### config.mk
export PLATFORM = sky130hd
export DESIGN_NAME = ext_rx_unit
export DESIGN_NICKNAME = d
export VERILOG_FILES = /design/src/ext_rx_pkg.sv /design/src/ext_rx_cmd_decode.sv /design/src/ext_rx_tid_alloc.sv /design/src/ext_rx_ar_issue.sv /design/src/ext_rx_resp_track.sv /design/src/ext_rx_unit.sv
export VERILOG_INCLUDE_DIRS = /design/src
export SDC_FILE = /design/constraint.sdc
export NUM_CORES = 1
export LEC_CHECK = 0
export BUFFER_PORTS_ARGS = -buffer_cell sky130_fd_sc_hd__buf_2
export CORE_ASPECT_RATIO = 1.4
export CORE_MARGIN = 3
export CORE_UTILIZATION = 50
export CTS_CLUSTER_SIZE = 28
export DETAILED_ROUTE_END_ITERATION = 7
export HOLD_SLACK_MARGIN = 0.05
export PLACE_DENSITY_LB_ADDON = 0.12
export SYNTH_ARGS = -nofsm -noshare
export SYNTH_HDL_FRONTEND = slang
export SYNTH_SLANG_ARGS = --single-unit
### constraint.sdc
create_clock -name clk_i -period 5.8 [get_ports clk_i]
set_input_delay 0.87 -clock clk_i [delete_from_list [all_inputs] [get_ports clk_i]]
set_output_delay 0.87 -clock clk_i [all_outputs]
set_load 0.01 [all_outputs]
### src/ext_rx_defs.svh
`ifndef EXT_RX_DEFS_SVH
`define EXT_RX_DEFS_SVH

// External and AXI address widths
`define EXT_ADD_WIDTH    29
`define AXI_ADDR_WIDTH   32

// Read data beat
`define AXI_DATA_WIDTH   64

// Local memory side
`define TCDM_ADD_WIDTH   12

// Transaction IDs, one AXI ID per outstanding burst
`define EXT_TID_WIDTH    4
`define EXT_TID_NUM      (1 << `EXT_TID_WIDTH)

// Burst length in beats minus one
`define AXI_LEN_WIDTH    8

// Stream IDs and command queue
`define TRANS_SID_WIDTH  2
`define CMD_QUEUE_DEPTH  2

`endif

### src/ext_rx_pkg.sv
`default_nettype none

package ext_rx_pkg;

   // Read opcode selects the beat size
   typedef enum logic [1:0] {
      OPC_RD_BYTE  = 2'd0,
      OPC_RD_HALF  = 2'd1,
      OPC_RD_WORD  = 2'd2,
      OPC_RD_DWORD = 2'd3
   } ext_opc_e;

   // AXI size code as log2 of bytes per beat
   typedef logic [2:0] axi_size_t;

   // AR issue FSM
   typedef enum logic {
      ISSUE_IDLE       = 1'b0,
      ISSUE_WAIT_READY = 1'b1
   } issue_state_e;

endpackage

`default_nettype wire

### src/ext_rx_cmd_decode.sv
`timescale 1ns/1ps
`default_nettype none
`include "ext_rx_defs.svh"

module ext_rx_cmd_decode (
   input  logic                          clk_i,
   input  logic                          rst_i,

   // External command port
   input  logic                          ext_rx_req_i,
   input  logic [`EXT_ADD_WIDTH-1:0]     ext_rx_add_i,
   input  logic [`TCDM_ADD_WIDTH-1:0]    ext_rx_r_add_i,
   input  ext_rx_pkg::ext_opc_e          ext_rx_opc_i,
   input  logic [`AXI_LEN_WIDTH-1:0]     ext_rx_len_i,
   input  logic [`TRANS_SID_WIDTH-1:0]   ext_rx_sid_i,
   output logic                          ext_rx_gnt_o,

   // Decoded command towards AR issue
   output logic                          dec_valid_o,
   output logic [`EXT_ADD_WIDTH-1:0]     dec_add_o,
   output logic [`TCDM_ADD_WIDTH-1:0]    dec_r_add_o,
   output ext_rx_pkg::axi_size_t         dec_size_o,
   output logic [`AXI_LEN_WIDTH-1:0]     dec_len_o,
   output logic [`TRANS_SID_WIDTH-1:0]   dec_sid_o,
   input  logic                          dec_ready_i
);
   import ext_rx_pkg::*;

   localparam int DEPTH = `CMD_QUEUE_DEPTH;
   localparam int PTR_W = (DEPTH > 1) ? $clog2(DEPTH) : 1;
   localparam int CNT_W = $clog2(DEPTH + 1);

   logic [`EXT_ADD_WIDTH-1:0]    add_q   [DEPTH];
   logic [`TCDM_ADD_WIDTH-1:0]   r_add_q [DEPTH];
   axi_size_t                    size_q  [DEPTH];
   logic [`AXI_LEN_WIDTH-1:0]    len_q   [DEPTH];
   logic [`TRANS_SID_WIDTH-1:0]  sid_q   [DEPTH];

   logic [PTR_W-1:0]  wr_ptr_q;
   logic [PTR_W-1:0]  rd_ptr_q;
   logic [CNT_W-1:0]  count_q;
   axi_size_t         in_size;
   logic              push;
   logic              pop;

   // Opcode to beat size, done once on entry
   always_comb begin
      case (ext_rx_opc_i)
         OPC_RD_BYTE: in_size = 3'd0;
         OPC_RD_HALF: in_size = 3'd1;
         OPC_RD_WORD: in_size = 3'd2;
         default:     in_size = 3'd3;
      endcase
   end

   assign ext_rx_gnt_o = (count_q != CNT_W'(DEPTH));
   assign dec_valid_o  = (count_q != '0);
   assign push         = ext_rx_req_i && ext_rx_gnt_o;
   assign pop          = dec_valid_o && dec_ready_i;

   //**************************************************************************
   // Pointers and occupancy
   //**************************************************************************
   always_ff @(posedge clk_i) begin
      if (rst_i) begin
         wr_ptr_q <= '0;
         rd_ptr_q <= '0;
         count_q  <= '0;
      end else begin
         if (push) begin
            wr_ptr_q <= (wr_ptr_q == PTR_W'(DEPTH - 1)) ? '0 : wr_ptr_q + 1'b1;
         end
         if (pop) begin
            rd_ptr_q <= (rd_ptr_q == PTR_W'(DEPTH - 1)) ? '0 : rd_ptr_q + 1'b1;
         end
         count_q <= count_q + CNT_W'(push) - CNT_W'(pop);
      end
   end

   always_ff @(posedge clk_i) begin
      if (push) begin
         add_q[wr_ptr_q]   <= ext_rx_add_i;
         r_add_q[wr_ptr_q] <= ext_rx_r_add_i;
         size_q[wr_ptr_q]  <= in_size;
         len_q[wr_ptr_q]   <= ext_rx_len_i;
         sid_q[wr_ptr_q]   <= ext_rx_sid_i;
      end
   end

   // Head entry
   assign dec_add_o   = add_q[rd_ptr_q];
   assign dec_r_add_o = r_add_q[rd_ptr_q];
   assign dec_size_o  = size_q[rd_ptr_q];
   assign dec_len_o   = len_q[rd_ptr_q];
   assign dec_sid_o   = sid_q[rd_ptr_q];

   a_count_bound: assert property (@(posedge clk_i) disable iff (rst_i)
      count_q <= CNT_W'(DEPTH));

endmodule

`default_nettype wire

### src/ext_rx_tid_alloc.sv
`timescale 1ns/1ps
`default_nettype none
`include "ext_rx_defs.svh"

module ext_rx_tid_alloc (
   input  logic                        clk_i,
   input  logic                        rst_i,
   input  logic                        alloc_i,
   input  logic                        rel_valid_i,
   input  logic [`EXT_TID_WIDTH-1:0]   rel_tid_i,
   output logic                        tid_valid_o,
   output logic [`EXT_TID_WIDTH-1:0]   tid_o
);
   import ext_rx_pkg::*;

   logic [`EXT_TID_NUM-1:0] busy_q;

   // Lowest free ID wins
   always_comb begin
      tid_o = '0;
      for (int i = `EXT_TID_NUM - 1; i >= 0; i--) begin
         if (!busy_q[i]) begin
            tid_o = `EXT_TID_WIDTH'(i);
         end
      end
   end

   assign tid_valid_o = ~&busy_q;

   // Offered ID is always free, so set and clear never hit the same bit
   always_ff @(posedge clk_i) begin
      if (rst_i) begin
         busy_q <= '0;
      end else begin
         if (rel_valid_i) begin
            busy_q[rel_tid_i] <= 1'b0;
         end
         if (alloc_i) begin
            busy_q[tid_o] <= 1'b1;
         end
      end
   end

   // Response side only returns IDs that were handed out
   a_rel_busy: assert property (@(posedge clk_i) disable iff (rst_i)
      rel_valid_i |-> busy_q[rel_tid_i]);

endmodule

`default_nettype wire

### src/ext_rx_ar_issue.sv
`timescale 1ns/1ps
`default_nettype none
`include "ext_rx_defs.svh"

module ext_rx_ar_issue (
   input  logic                          clk_i,
   input  logic                          rst_i,

   // Decoded command
   input  logic                          dec_valid_i,
   input  logic [`EXT_ADD_WIDTH-1:0]     dec_add_i,
   input  logic [`TCDM_ADD_WIDTH-1:0]    dec_r_add_i,
   input  ext_rx_pkg::axi_size_t         dec_size_i,
   input  logic [`AXI_LEN_WIDTH-1:0]     dec_len_i,
   input  logic [`TRANS_SID_WIDTH-1:0]   dec_sid_i,
   output logic                          dec_ready_o,

   // ID release from response tracking
   input  logic                          rel_valid_i,
   input  logic [`EXT_TID_WIDTH-1:0]     rel_tid_i,

   // Command record into the response table
   output logic                          rec_we_o,
   output logic [`EXT_TID_WIDTH-1:0]     rec_tid_o,
   output logic [`TCDM_ADD_WIDTH-1:0]    rec_r_add_o,
   output ext_rx_pkg::axi_size_t         rec_size_o,
   output logic [`TRANS_SID_WIDTH-1:0]   rec_sid_o,

   // AXI read address channel
   output logic                          axi_master_ar_valid_o,
   output logic [`AXI_ADDR_WIDTH-1:0]    axi_master_ar_addr_o,
   output logic [`AXI_LEN_WIDTH-1:0]     axi_master_ar_len_o,
   output ext_rx_pkg::axi_size_t         axi_master_ar_size_o,
   output logic [`EXT_TID_WIDTH-1:0]     axi_master_ar_id_o,
   input  logic                          axi_master_ar_ready_i
);
   import ext_rx_pkg::*;

   issue_state_e                 state_q;
   logic                         tid_valid;
   logic [`EXT_TID_WIDTH-1:0]    tid;
   logic                         alloc;

   ext_rx_tid_alloc u_tid_alloc (
      .clk_i       (clk_i),
      .rst_i       (rst_i),
      .alloc_i     (alloc),
      .rel_valid_i (rel_valid_i),
      .rel_tid_i   (rel_tid_i),
      .tid_valid_o (tid_valid),
      .tid_o       (tid)
   );

   // Accept only when idle and an ID is free
   assign dec_ready_o = (state_q == ISSUE_IDLE) && tid_valid;
   assign alloc       = dec_valid_i && dec_ready_o;

   assign rec_we_o    = alloc;
   assign rec_tid_o   = tid;
   assign rec_r_add_o = dec_r_add_i;
   assign rec_size_o  = dec_size_i;
   assign rec_sid_o   = dec_sid_i;

   assign axi_master_ar_valid_o = (state_q == ISSUE_WAIT_READY);

   always_ff @(posedge clk_i) begin
      if (rst_i) begin
         state_q <= ISSUE_IDLE;
      end else begin
         case (state_q)
            ISSUE_IDLE: begin
               if (alloc) begin
                  state_q <= ISSUE_WAIT_READY;
               end
            end
            ISSUE_WAIT_READY: begin
               if (axi_master_ar_ready_i) begin
                  state_q <= ISSUE_IDLE;
               end
            end
            default: state_q <= ISSUE_IDLE;
         endcase
      end
   end

   // AR fields load on acceptance and hold through the wait
   always_ff @(posedge clk_i) begin
      if (alloc) begin
         axi_master_ar_addr_o <= `AXI_ADDR_WIDTH'(dec_add_i);
         axi_master_ar_len_o  <= dec_len_i;
         axi_master_ar_size_o <= dec_size_i;
         axi_master_ar_id_o   <= tid;
      end
   end

   a_ar_stable: assert property (@(posedge clk_i) disable iff (rst_i)
      axi_master_ar_valid_o && !axi_master_ar_ready_i |=>
         axi_master_ar_valid_o && $stable(axi_master_ar_addr_o) &&
         $stable(axi_master_ar_len_o) && $stable(axi_master_ar_size_o) &&
         $stable(axi_master_ar_id_o));

endmodule

`default_nettype wire

### src/ext_rx_resp_track.sv
`timescale 1ns/1ps
`default_nettype none
`include "ext_rx_defs.svh"

module ext_rx_resp_track (
   input  logic                          clk_i,
   input  logic                          rst_i,

   // Command record from AR issue
   input  logic                          rec_we_i,
   input  logic [`EXT_TID_WIDTH-1:0]     rec_tid_i,
   input  logic [`TCDM_ADD_WIDTH-1:0]    rec_r_add_i,
   input  ext_rx_pkg::axi_size_t         rec_size_i,
   input  logic [`TRANS_SID_WIDTH-1:0]   rec_sid_i,

   // AXI read data channel
   input  logic                          axi_master_r_valid_i,
   input  logic [`AXI_DATA_WIDTH-1:0]    axi_master_r_data_i,
   input  logic                          axi_master_r_last_i,
   input  logic [`EXT_TID_WIDTH-1:0]     axi_master_r_id_i,
   output logic                          axi_master_r_ready_o,

   // Data port to local memory
   output logic                          rx_data_req_o,
   output logic [`AXI_DATA_WIDTH-1:0]    rx_data_dat_o,
   output logic [`TCDM_ADD_WIDTH-1:0]    rx_data_add_o,
   output logic [`TRANS_SID_WIDTH-1:0]   rx_data_sid_o,
   input  logic                          rx_data_gnt_i,

   // Completion and ID release
   output logic                          rx_synch_req_o,
   output logic [`TRANS_SID_WIDTH-1:0]   rx_synch_sid_o,
   output logic                          rel_valid_o,
   output logic [`EXT_TID_WIDTH-1:0]     rel_tid_o
);
   import ext_rx_pkg::*;

   // Per-ID state, indexed by the AXI ID
   logic [`TCDM_ADD_WIDTH-1:0]   add_tbl  [`EXT_TID_NUM];
   axi_size_t                    size_tbl [`EXT_TID_NUM];
   logic [`TRANS_SID_WIDTH-1:0]  sid_tbl  [`EXT_TID_NUM];
   logic [`EXT_TID_NUM-1:0]      live_q;

   logic                         beat;
   logic                         last_beat;
   logic [`TCDM_ADD_WIDTH-1:0]   step;

   //**************************************************************************
   // Combinational data path
   //**************************************************************************
   assign axi_master_r_ready_o = rx_data_gnt_i;
   assign rx_data_req_o        = axi_master_r_valid_i;
   assign rx_data_dat_o        = axi_master_r_data_i;
   assign rx_data_add_o        = add_tbl[axi_master_r_id_i];
   assign rx_data_sid_o        = sid_tbl[axi_master_r_id_i];

   assign beat      = axi_master_r_valid_i && rx_data_gnt_i;
   assign last_beat = beat && axi_master_r_last_i;
   assign step      = `TCDM_ADD_WIDTH'(1) << size_tbl[axi_master_r_id_i];

   assign rx_synch_req_o = last_beat;
   assign rx_synch_sid_o = sid_tbl[axi_master_r_id_i];
   assign rel_valid_o    = last_beat;
   assign rel_tid_o      = axi_master_r_id_i;

   // Address advances by one beat size, wrapping in local space
   always_ff @(posedge clk_i) begin
      if (beat) begin
         add_tbl[axi_master_r_id_i] <= rx_data_add_o + step;
      end
      if (rec_we_i) begin
         add_tbl[rec_tid_i]  <= rec_r_add_i;
         size_tbl[rec_tid_i] <= rec_size_i;
         sid_tbl[rec_tid_i]  <= rec_sid_i;
      end
   end

   always_ff @(posedge clk_i) begin
      if (rst_i) begin
         live_q <= '0;
      end else begin
         if (last_beat) begin
            live_q[axi_master_r_id_i] <= 1'b0;
         end
         if (rec_we_i) begin
            live_q[rec_tid_i] <= 1'b1;
         end
      end
   end

   // Slave only answers IDs we have issued and not yet finished
   a_r_id_live: assert property (@(posedge clk_i) disable iff (rst_i)
      axi_master_r_valid_i |-> live_q[axi_master_r_id_i]);

endmodule

`default_nettype wire

### src/ext_rx_unit.sv
`timescale 1ns/1ps
`default_nettype none
`include "ext_rx_defs.svh"

module ext_rx_unit (
   input  logic                          clk_i,
   input  logic                          rst_i,

   // Read command port
   input  logic                          ext_rx_req_i,
   input  logic [`EXT_ADD_WIDTH-1:0]     ext_rx_add_i,
   input  logic [`TCDM_ADD_WIDTH-1:0]    ext_rx_r_add_i,
   input  ext_rx_pkg::ext_opc_e          ext_rx_opc_i,
   input  logic [`AXI_LEN_WIDTH-1:0]     ext_rx_len_i,
   input  logic [`TRANS_SID_WIDTH-1:0]   ext_rx_sid_i,
   output logic                          ext_rx_gnt_o,

   // AXI read address channel
   output logic                          axi_master_ar_valid_o,
   output logic [`AXI_ADDR_WIDTH-1:0]    axi_master_ar_addr_o,
   output logic [`AXI_LEN_WIDTH-1:0]     axi_master_ar_len_o,
   output ext_rx_pkg::axi_size_t         axi_master_ar_size_o,
   output logic [`EXT_TID_WIDTH-1:0]     axi_master_ar_id_o,
   input  logic                          axi_master_ar_ready_i,

   // AXI read data channel
   input  logic                          axi_master_r_valid_i,
   input  logic [`AXI_DATA_WIDTH-1:0]    axi_master_r_data_i,
   input  logic                          axi_master_r_last_i,
   input  logic [`EXT_TID_WIDTH-1:0]     axi_master_r_id_i,
   output logic                          axi_master_r_ready_o,

   // Read data to local memory
   output logic [`AXI_DATA_WIDTH-1:0]    rx_data_dat_o,
   output logic [`TCDM_ADD_WIDTH-1:0]    rx_data_add_o,
   output logic [`TRANS_SID_WIDTH-1:0]   rx_data_sid_o,
   output logic                          rx_data_req_o,
   input  logic                          rx_data_gnt_i,

   // Completion per stream
   output logic                          rx_synch_req_o,
   output logic [`TRANS_SID_WIDTH-1:0]   rx_synch_sid_o
);
   import ext_rx_pkg::*;

   //**************************************************************************
   // Stage to stage signals
   //**************************************************************************
   logic                         dec_valid;
   logic [`EXT_ADD_WIDTH-1:0]    dec_add;
   logic [`TCDM_ADD_WIDTH-1:0]   dec_r_add;
   axi_size_t                    dec_size;
   logic [`AXI_LEN_WIDTH-1:0]    dec_len;
   logic [`TRANS_SID_WIDTH-1:0]  dec_sid;
   logic                         dec_ready;

   logic                         rec_we;
   logic [`EXT_TID_WIDTH-1:0]    rec_tid;
   logic [`TCDM_ADD_WIDTH-1:0]   rec_r_add;
   axi_size_t                    rec_size;
   logic [`TRANS_SID_WIDTH-1:0]  rec_sid;

   logic                         rel_valid;
   logic [`EXT_TID_WIDTH-1:0]    rel_tid;

   // Decode
   ext_rx_cmd_decode u_decode (
      .clk_i        (clk_i),
      .rst_i        (rst_i),
      .ext_rx_req_i (ext_rx_req_i),
      .ext_rx_add_i (ext_rx_add_i),
      .ext_rx_r_add_i (ext_rx_r_add_i),
      .ext_rx_opc_i (ext_rx_opc_i),
      .ext_rx_len_i (ext_rx_len_i),
      .ext_rx_sid_i (ext_rx_sid_i),
      .ext_rx_gnt_o (ext_rx_gnt_o),
      .dec_valid_o  (dec_valid),
      .dec_add_o    (dec_add),
      .dec_r_add_o  (dec_r_add),
      .dec_size_o   (dec_size),
      .dec_len_o    (dec_len),
      .dec_sid_o    (dec_sid),
      .dec_ready_i  (dec_ready)
   );

   // Execute
   ext_rx_ar_issue u_issue (
      .clk_i                 (clk_i),
      .rst_i                 (rst_i),
      .dec_valid_i           (dec_valid),
      .dec_add_i             (dec_add),
      .dec_r_add_i           (dec_r_add),
      .dec_size_i            (dec_size),
      .dec_len_i             (dec_len),
      .dec_sid_i             (dec_sid),
      .dec_ready_o           (dec_ready),
      .rel_valid_i           (rel_valid),
      .rel_tid_i             (rel_tid),
      .rec_we_o              (rec_we),
      .rec_tid_o             (rec_tid),
      .rec_r_add_o           (rec_r_add),
      .rec_size_o            (rec_size),
      .rec_sid_o             (rec_sid),
      .axi_master_ar_valid_o (axi_master_ar_valid_o),
      .axi_master_ar_addr_o  (axi_master_ar_addr_o),
      .axi_master_ar_len_o   (axi_master_ar_len_o),
      .axi_master_ar_size_o  (axi_master_ar_size_o),
      .axi_master_ar_id_o    (axi_master_ar_id_o),
      .axi_master_ar_ready_i (axi_master_ar_ready_i)
   );

   // Result
   ext_rx_resp_track u_track (
      .clk_i                (clk_i),
      .rst_i                (rst_i),
      .rec_we_i             (rec_we),
      .rec_tid_i            (rec_tid),
      .rec_r_add_i          (rec_r_add),
      .rec_size_i           (rec_size),
      .rec_sid_i            (rec_sid),
      .axi_master_r_valid_i (axi_master_r_valid_i),
      .axi_master_r_data_i  (axi_master_r_data_i),
      .axi_master_r_last_i  (axi_master_r_last_i),
      .axi_master_r_id_i    (axi_master_r_id_i),
      .axi_master_r_ready_o (axi_master_r_ready_o),
      .rx_data_req_o        (rx_data_req_o),
      .rx_data_dat_o        (rx_data_dat_o),
      .rx_data_add_o        (rx_data_add_o),
      .rx_data_sid_o        (rx_data_sid_o),
      .rx_data_gnt_i        (rx_data_gnt_i),
      .rx_synch_req_o       (rx_synch_req_o),
      .rx_synch_sid_o       (rx_synch_sid_o),
      .rel_valid_o          (rel_valid),
      .rel_tid_o            (rel_tid)
   );

endmodule

`default_nettype wire

==> results of run 1 <==
-- sequential cells by signal, summed over array words and instances, names as in the netlist, named ones only --
name                           cells
u_decode.len_q                    16
u_decode.sid_q                     4
u_issue.axi_master_ar_len_o        8
u_decode.count_q                   2
u_decode.rd_ptr_q                  1
u_decode.add_q                    58
u_track.sid_tbl                   32
u_issue.axi_master_ar_valid_o      1
u_track.add_tbl                  192
u_issue.u_tid_alloc.busy_q        16
u_issue.axi_master_ar_size_o       2
u_decode.wr_ptr_q                  1
u_decode.size_q                    4
u_track.size_tbl                  32
u_issue.axi_master_ar_id_o         4
u_decode.r_add_q                  24
u_issue.axi_master_ar_addr_o      29
-- cells in the final DEF, fill, tap and decap left out, types with 3 or more instances in the layout --
cell	netlist	routed
nor2_1	109	108
o21ai_0	63	47
a21oi_2	41	41
or3_1	7	7
xor2_1	4	4
xnor2_1	3	3
inv_2	5	6
nor3_1	3	3
mux4_2	71	71
a22oi_1	11	11
nor2b_1	10	10
edfxtp_1	405	405
buf_2	19	126
dfxtp_1	22	21
nand3_1	12	11
o21ai_2	1	17
buf_4	73	38
ha_1	6	6
clkinv_1	0	9
mux2i_1	79	78
o21ai_1	5	5
nand2_2	4	4
nand2_1	55	55
nand4_1	5	5
xnor2_2	4	4
clkbuf_1	52	6
nand2b_1	7	7
clkbuf_16	0	43
or2_2	3	3
mux2_2	46	46
a21oi_1	71	71
inv_1	23	22
clkinv_2	0	7
conb_1	1	4
-- kinds of logic after synthesis --
logic type | share of synthesized area
XOR/XNOR | 0.00969
buffers and inverters | 0.0565
AO/OA/AOI/OAI | 0.0691
multiplexers | 0.152
adder cells (fa/ha/maj) | 0.00494
other | 0.000195
AND/OR/NAND/NOR | 0.0532
flip-flops | 0.655
-- worst max-delay path, cell delays in order --
cell	delay, ns
buf_2	0.67
buf_4	0.36
mux4_2	0.34
mux4_2	0.50
ha_1	0.36
nor2b_1	0.16
o21ai_0	0.27
a211oi_2	0.13
o211ai_2	0.30
nor3b_2	0.10
xnor2_2	0.79
a21oi_1	0.16
-- cell type report --
| class | count | area (um^2) |
|---|---|---|
| timing repair buffer | 164 | 916 |
| multi-input combinational | 658 | 5650 |
| inverter | 28 | 105 |
| fill | 2995 | 16700 |
| tap | 473 | 592 |
| clock buffer | 51 | 1130 |
| sequential | 427 | 12600 |
| clock inverter | 20 | 154 |
-- power by group through the flow --
stage,combinational (W),clock (W),sequential [W]
2_1_floorplan,0.00110,0,0.00418
3_3_place_gp,0.00164,0,0.00417
3_5_place_dp,0.00166,0,0.00417
4_1_cts,0.00166,0.00264,0.00411
5_1_grt,0.00182,0.00275,0.00415
6_report,0.00166,0.00259,0.00411
-- stage by stage --
step                      setup WS [ns]  power, W  hold slack (ns)  instances
after floorplan                   0.995   0.00528            0.467       1276
after global placement            0.564   0.00580            0.496       1749
after detailed placement          0.447   0.00583            0.497       1749
after CTS                          1.01   0.00842            0.485       1820
after global routing              0.823   0.00872            0.493       1821
final                             0.979   0.00836            0.504       1821
-- worst max path at each step --
stage / from / depth (start not counted) / end / slack (ns)
6_report: axi_master_r_id_i[1] / 12 / u_track.add_tbl[13][10]$_DFFE_PP_ / 0.98
5_1_grt: axi_master_r_id_i[0] / 13 / u_track.add_tbl[13][10]$_DFFE_PP_ / 0.82
4_1_cts: axi_master_r_id_i[1] / 12 / u_track.add_tbl[13][10]$_DFFE_PP_ / 1.01
3_5_place_dp: axi_master_r_id_i[1] / 12 / u_track.add_tbl[13][10]$_DFFE_PP_ / 0.45
3_3_place_gp: axi_master_r_id_i[0] / 12 / u_track.add_tbl[0][10]$_DFFE_PP_ / 0.56
2_1_floorplan: axi_master_r_id_i[0] / 17 / u_track.add_tbl[9][10]$_DFFE_PP_ / 1.0
-- routing by layer --
metal	global-route usage	wire [um]	vias up
met5	0	0	-
met4	0.0746	1470	0
met3	0.0534	4030	107
met2	0.393	23600	481
met1	0.297	17500	5434
li1	-	-	4826
==> flow_metrics.py, run 1 <==
metrics = {
    "critical_path": {
        "path_class": "in -> reg",
        "worstPathArrival_ns": 5.06,
        "cp-end-kind": "flop",
        "r2r_setup_slack_ns": 1.69,
        "crit_required_ns": 6.04,
        "start_kind": "input port",
        "reg2regPathDepth": 11,
        "crit_fanout": 34,
        "rr_endpoint": "u_track.add_tbl[13][10]$_DFFE_PP_",
        "reg2reg_from": "u_track.size_tbl[11][1]$_DFFE_PP_",
    },
    "layout": {
        "final_core_utilization": 0.559,
        "final_cell_area_um2": 21100,
        "layout-drive-gt1-share": 0.323,
        "antenna_cells": 0,
        "fin_nets": 1455,
        "area_growth_pct": 9.85,
    },
    "logic_synthesis": {
        "synth_commonest_cells": "405 x edfxtp_1, 109 x nor2_1, 79 x mux2i_1, 73 x buf_4",
        "yosysMostFrequentCell": "edfxtp_1",
        "yosysTopAreaCell": "edfxtp_1",
        "synth_area_leaders": "edfxtp_1 63%, mux4_2 8.3%, mux2i_1 4.1%",
        "synthArstFlopShare": 0,
        "yosysWarnings": 0,
        "synth_edf_count": 405,
        "ys_seq_area_frac": 0.655,
        "synth_seq_cells": 427,
        "netlist_area_um2": 19200,
        "avgSynthCellArea_um2": 15.1,
        "yosys.area.top_type_share": 0.632,
        "synthDistinctLibCells": 64,
        "ys.flop_type": "edfxtp_1",
        "syn_inst": 1273,
    },
    "floorplan": {
        "core_um2": 37800,
        "rows": 84,
        "die-area_um2": 40900,
        "io_pins": 260,
        "initial_core_util": 0.509,
        "die-width_um": 172,
        "die_h_um": 238,
    },
    "route": {
        "dr.first_iter.drc_count": 913,
        "wl_um": 46600,
        "wl_per_cell_um": 25.6,
        "vias_per_cell": 5.96,
        "drc": 0,
        "drtAntennaViolNets": 0,
        "num_vias": 10800,
        "drt_first_pass_iters": 5,
    },
    "sta": {
        "layout_min_cycle_time_ns": 4.82,
        "finalCritPeriodShare": 0.831,
        "report.final.setup_viol": 0,
        "rsz0062_at_grt": "no",
        "relSlewSlack": 0.216,
        "maxSlewViolCount": 0,
        "hold_viol": 0,
        "skew_ns": 0.0162,
        "fin_setup_tns_ns": 0,
        "worst_pin_slew_ns": 1.14,
        "max_freq_mhz": 207,
    },
    "global_routing": {
        "grt_max_degree": 44,
        "grt_pass1_wl_um": 70000,
        "overflow": 0,
        "grt_pass1_vias": 11000,
        "grt_usage": 0.232,
        "antenna_found_initial": 0,
    },
    "worst_hold_path": {
        "hp-class": "reg -> reg",
        "hold_depth": 2,
        "hold_path_startpoint": "u_issue.axi_master_ar_valid_o$_SDFF_PP0_",
        "whs_endpoint": "u_issue.axi_master_ar_valid_o$_SDFF_PP0_",
    },
    "clock_tree": {
        "cts-root-buf": "clkbuf_16",
        "cts_resized": 0,
        "insertion_delay_ns": 0.54,
        "cts.sinks": 427,
        "cts_tree": "built",
        "cts_setup_buffers": 0,
        "cts_hold_buf": 0,
        "path_clk_slew_ns": 0.06,
        "clockBufferDepth": 3,
        "htreeDepth": 2,
        "cts_buffers": 41,
    },
    "placement": {
        "gp_congestion": 0.855,
        "dpl.hpwl_um": 29400,
        "io_buffers": 127,
        "dpl_cell_area_um2": 19900,
    },
    "pwr": {
        "power.leakage_nw": 7.70,
        "power_frac_seq": 0.492,
        "p_sw_w": 0.00232,
        "p_int_w": 0.00604,
        "power_density_nw_per_um2": 395,
        "vdd_drop_max_mv": 0.367,
        "pwr-share-clk": 0.310,
        "p_comb_frac": 0.198,
        "switching_share": 0.278,
    },
    "run": {
        "cap_viol_max_count": 0,
    },
    "run_status": {
        "status": "finished clean",
    },
}
(Power assumes the default switching activity.)
==> inputs of run 2 (changes only) <==
==> constraint.sdc (replaced) <==
create_clock -name clk_i -period 4.8 [get_ports clk_i]
set_input_delay 0.72 -clock clk_i [delete_from_list [all_inputs] [get_ports clk_i]]
set_output_delay 0.72 -clock clk_i [all_outputs]
set_load 0.01 [all_outputs]
==> run 2 against run 1 <==
Against the previous run:
- global-route usage rose by 0.40 points
- clock skew grew 0.010 ns
- utilization increased by 0.21 points
- register-to-register slack worse by 0.86 ns
- sequential cell count unchanged
- via count grew 0.67%
- final area grew 0.37%
- total power grew 19%
- final cell count up 1.1%
- critical path depth grew 3
- critical endpoint unchanged
- largest cell class unchanged
- highest routed layer unchanged
==> flow_metrics.py, run 2 (synthesized netlist as in run 1, its figures left out) <==
metrics = {
    "pwr": {
        "power_frac_seq": 0.499,
        "vdd_drop_max_mv": 0.400,
        "power_density_nw_per_um2": 469,
        "finalPower_w": 0.00995,
        "switching_share": 0.280,
        "p_comb_frac": 0.203,
        "p_sw_w": 0.00279,
        "pwr-share-clk": 0.298,
        "power.leakage_nw": 7.76,
        "p_int_w": 0.00717,
    },
    "sta": {
        "max_freq_mhz": 248,
        "relSlewSlack": 0.167,
        "rsz0062_at_grt": "no",
        "maxSlewViolCount": 0,
        "worst_pin_slew_ns": 1.22,
        "layout_min_cycle_time_ns": 4.03,
        "report.final.setup_viol": 0,
        "finalCritPeriodShare": 0.841,
        "hold_viol": 0,
        "skew_ns": 0.0266,
        "fin_setup_tns_ns": 0,
    },
    "layout": {
        "most-common-layout-cells": "405 x edfxtp_1, 126 x buf_2, 108 x nor2_1, 79 x mux2i_1",
        "largest_register": "u_track.add_tbl",
        "layout-drive-gt1-share": 0.325,
        "largest_reg_flops": 192,
        "reg_top3": "u_track.add_tbl: 192 flops, u_decode.add_q: 58 flops",
        "area_growth_pct": 10.3,
        "final_common_cell": "edfxtp_1",
        "fin_nets": 1475,
    },
    "clock_tree": {
        "cts_setup_buffers": 0,
        "path_clk_slew_ns": 0.06,
        "cts_buffers": 41,
        "cts_hold_buf": 0,
        "cts_tree": "built",
        "cts-root-buf": "clkbuf_16",
        "cts_resized": 0,
        "clockBufferDepth": 3,
        "htreeDepth": 2,
        "cts.sinks": 427,
        "insertion_delay_ns": 0.55,
    },
    "floorplan": {
        "die-area_um2": 40900,
        "io_pins": 260,
        "rows": 84,
        "die-width_um": 172,
        "die_h_um": 238,
        "core_um2": 37800,
        "initial_core_util": 0.509,
    },
    "critical_path": {
        "crit_fanout": 16,
        "path_class": "in -> reg",
        "crit_required_ns": 5.05,
        "cp-end-kind": "flop",
        "worstPathArrival_ns": 4.29,
        "start_kind": "input port",
    },
    "global_routing": {
        "grt_pass1_vias": 11400,
        "grt_usage": 0.236,
        "grt.busiest_layer": "met2",
        "grt_max_degree": 45,
        "grt.met1_usage": 0.296,
        "grt_pass1_wl_um": 71200,
        "use_met2": 0.404,
        "overflow": 0,
        "antenna_found_initial": 1,
        "globalRouteMet3Util": 0.0442,
    },
    "route": {
        "wl_per_cell_um": 25.7,
        "wl_um": 47400,
        "dr.first_iter.drc_count": 874,
        "drt_first_pass_iters": 5,
        "vias_per_cell": 5.93,
        "drtAntennaViolNets": 0,
        "drc": 0,
        "num_vias": 10900,
    },
    "placement": {
        "dpl.hpwl_um": 31600,
        "gp_congestion": 0.830,
        "io_buffers": 127,
    },
    "run_status": {
        "status": "finished clean",
    },
    "worst_hold_path": {
        "hp-class": "in -> reg",
    },
    "run": {
        "cap_viol_max_count": 0,
    },
}
==> run 2: final timing paths <==
| kind | start | slack (ns) | cells after the start | endpoint |
|---|---|---|---|---|
| worst min-delay path | ext_rx_r_add_i[5] | 0.36 | 1 | u_decode.r_add_q[0][5]$_DFFE_PP_ |
| worst max register to register | u_track.size_tbl[11][1]$_DFFE_PP_ | 0.83 | 14 | u_track.add_tbl[13][10]$_DFFE_PP_ |
| worst min register to register | u_issue.u_tid_alloc.busy_q[7]$_SDFF_PP0_ | 0.50 | 2 | u_issue.u_tid_alloc.busy_q[7]$_SDFF_PP0_ |
| worst max-delay path | axi_master_r_id_i[0] | 0.77 | 15 | u_track.add_tbl[13][10]$_DFFE_PP_ |
==> run 2: final cells by class <==
cell class                      instances  area, um^2
Tap cell                              473         592
Inverter                               28         105
Sequential cell                       427       12600
Timing Repair Buffer                  184        1100
Fill cell                            3032       16600
Clock buffer                           49        1100
Clock inverter                         21         105
Multi-Input combinational cell        658        5610
Antenna cell                            1        2.50
==> run 2: per-layer routing <==
layer / vias up / share of wire
met5: - / 0
met4: 0 / 0.042
met3: 125 / 0.064
met2: 418 / 0.51
met1: 5522 / 0.38
li1: 4856 / -
==> run 2: per-stage QoR <==
| stage | worst slack, ns | instance area, um^2 | hold WS (ns) | cells | util |
|---|---|---|---|---|---|
| after floorplan | 0.145 | 19300 | 0.467 | 1276 | - |
| after CTS | 0.785 | 21200 | 0.334 | 1840 | 0.561 |
| final | 0.765 | 21200 | 0.359 | 1841 | 0.561 |
| after global placement | 0.263 | 20000 | 0.482 | 1770 | 0.529 |
| after global routing | 0.438 | 21200 | 0.343 | 1841 | 0.561 |
| after detailed placement | 0.226 | 20000 | 0.486 | 1770 | 0.529 |
==> run 2: power by group through the flow <==
stage                     clock network (W)  logic [W]  registers, W
after detailed placement                  0    0.00203       0.00504
after CTS                           0.00303    0.00204       0.00497
after global routing                0.00316    0.00222       0.00501
after floorplan                           0    0.00134       0.00505
after global placement                    0    0.00200       0.00504
final                               0.00297    0.00202       0.00497
==> run 2: worst max-delay path: stages <==
cell	delay (ns)
buf_4	0.21
mux4_2	0.53
mux4_2	0.52
nor2_1	0.16
ha_1	0.19
inv_1	0.06
fa_1	0.40
nor2b_1	0.17
o21ai_0	0.13
a211oi_2	0.29
o211ai_2	0.19
nor3b_2	0.28
xnor2_2	0.16
buf_12	0.19
a21oi_1	0.07
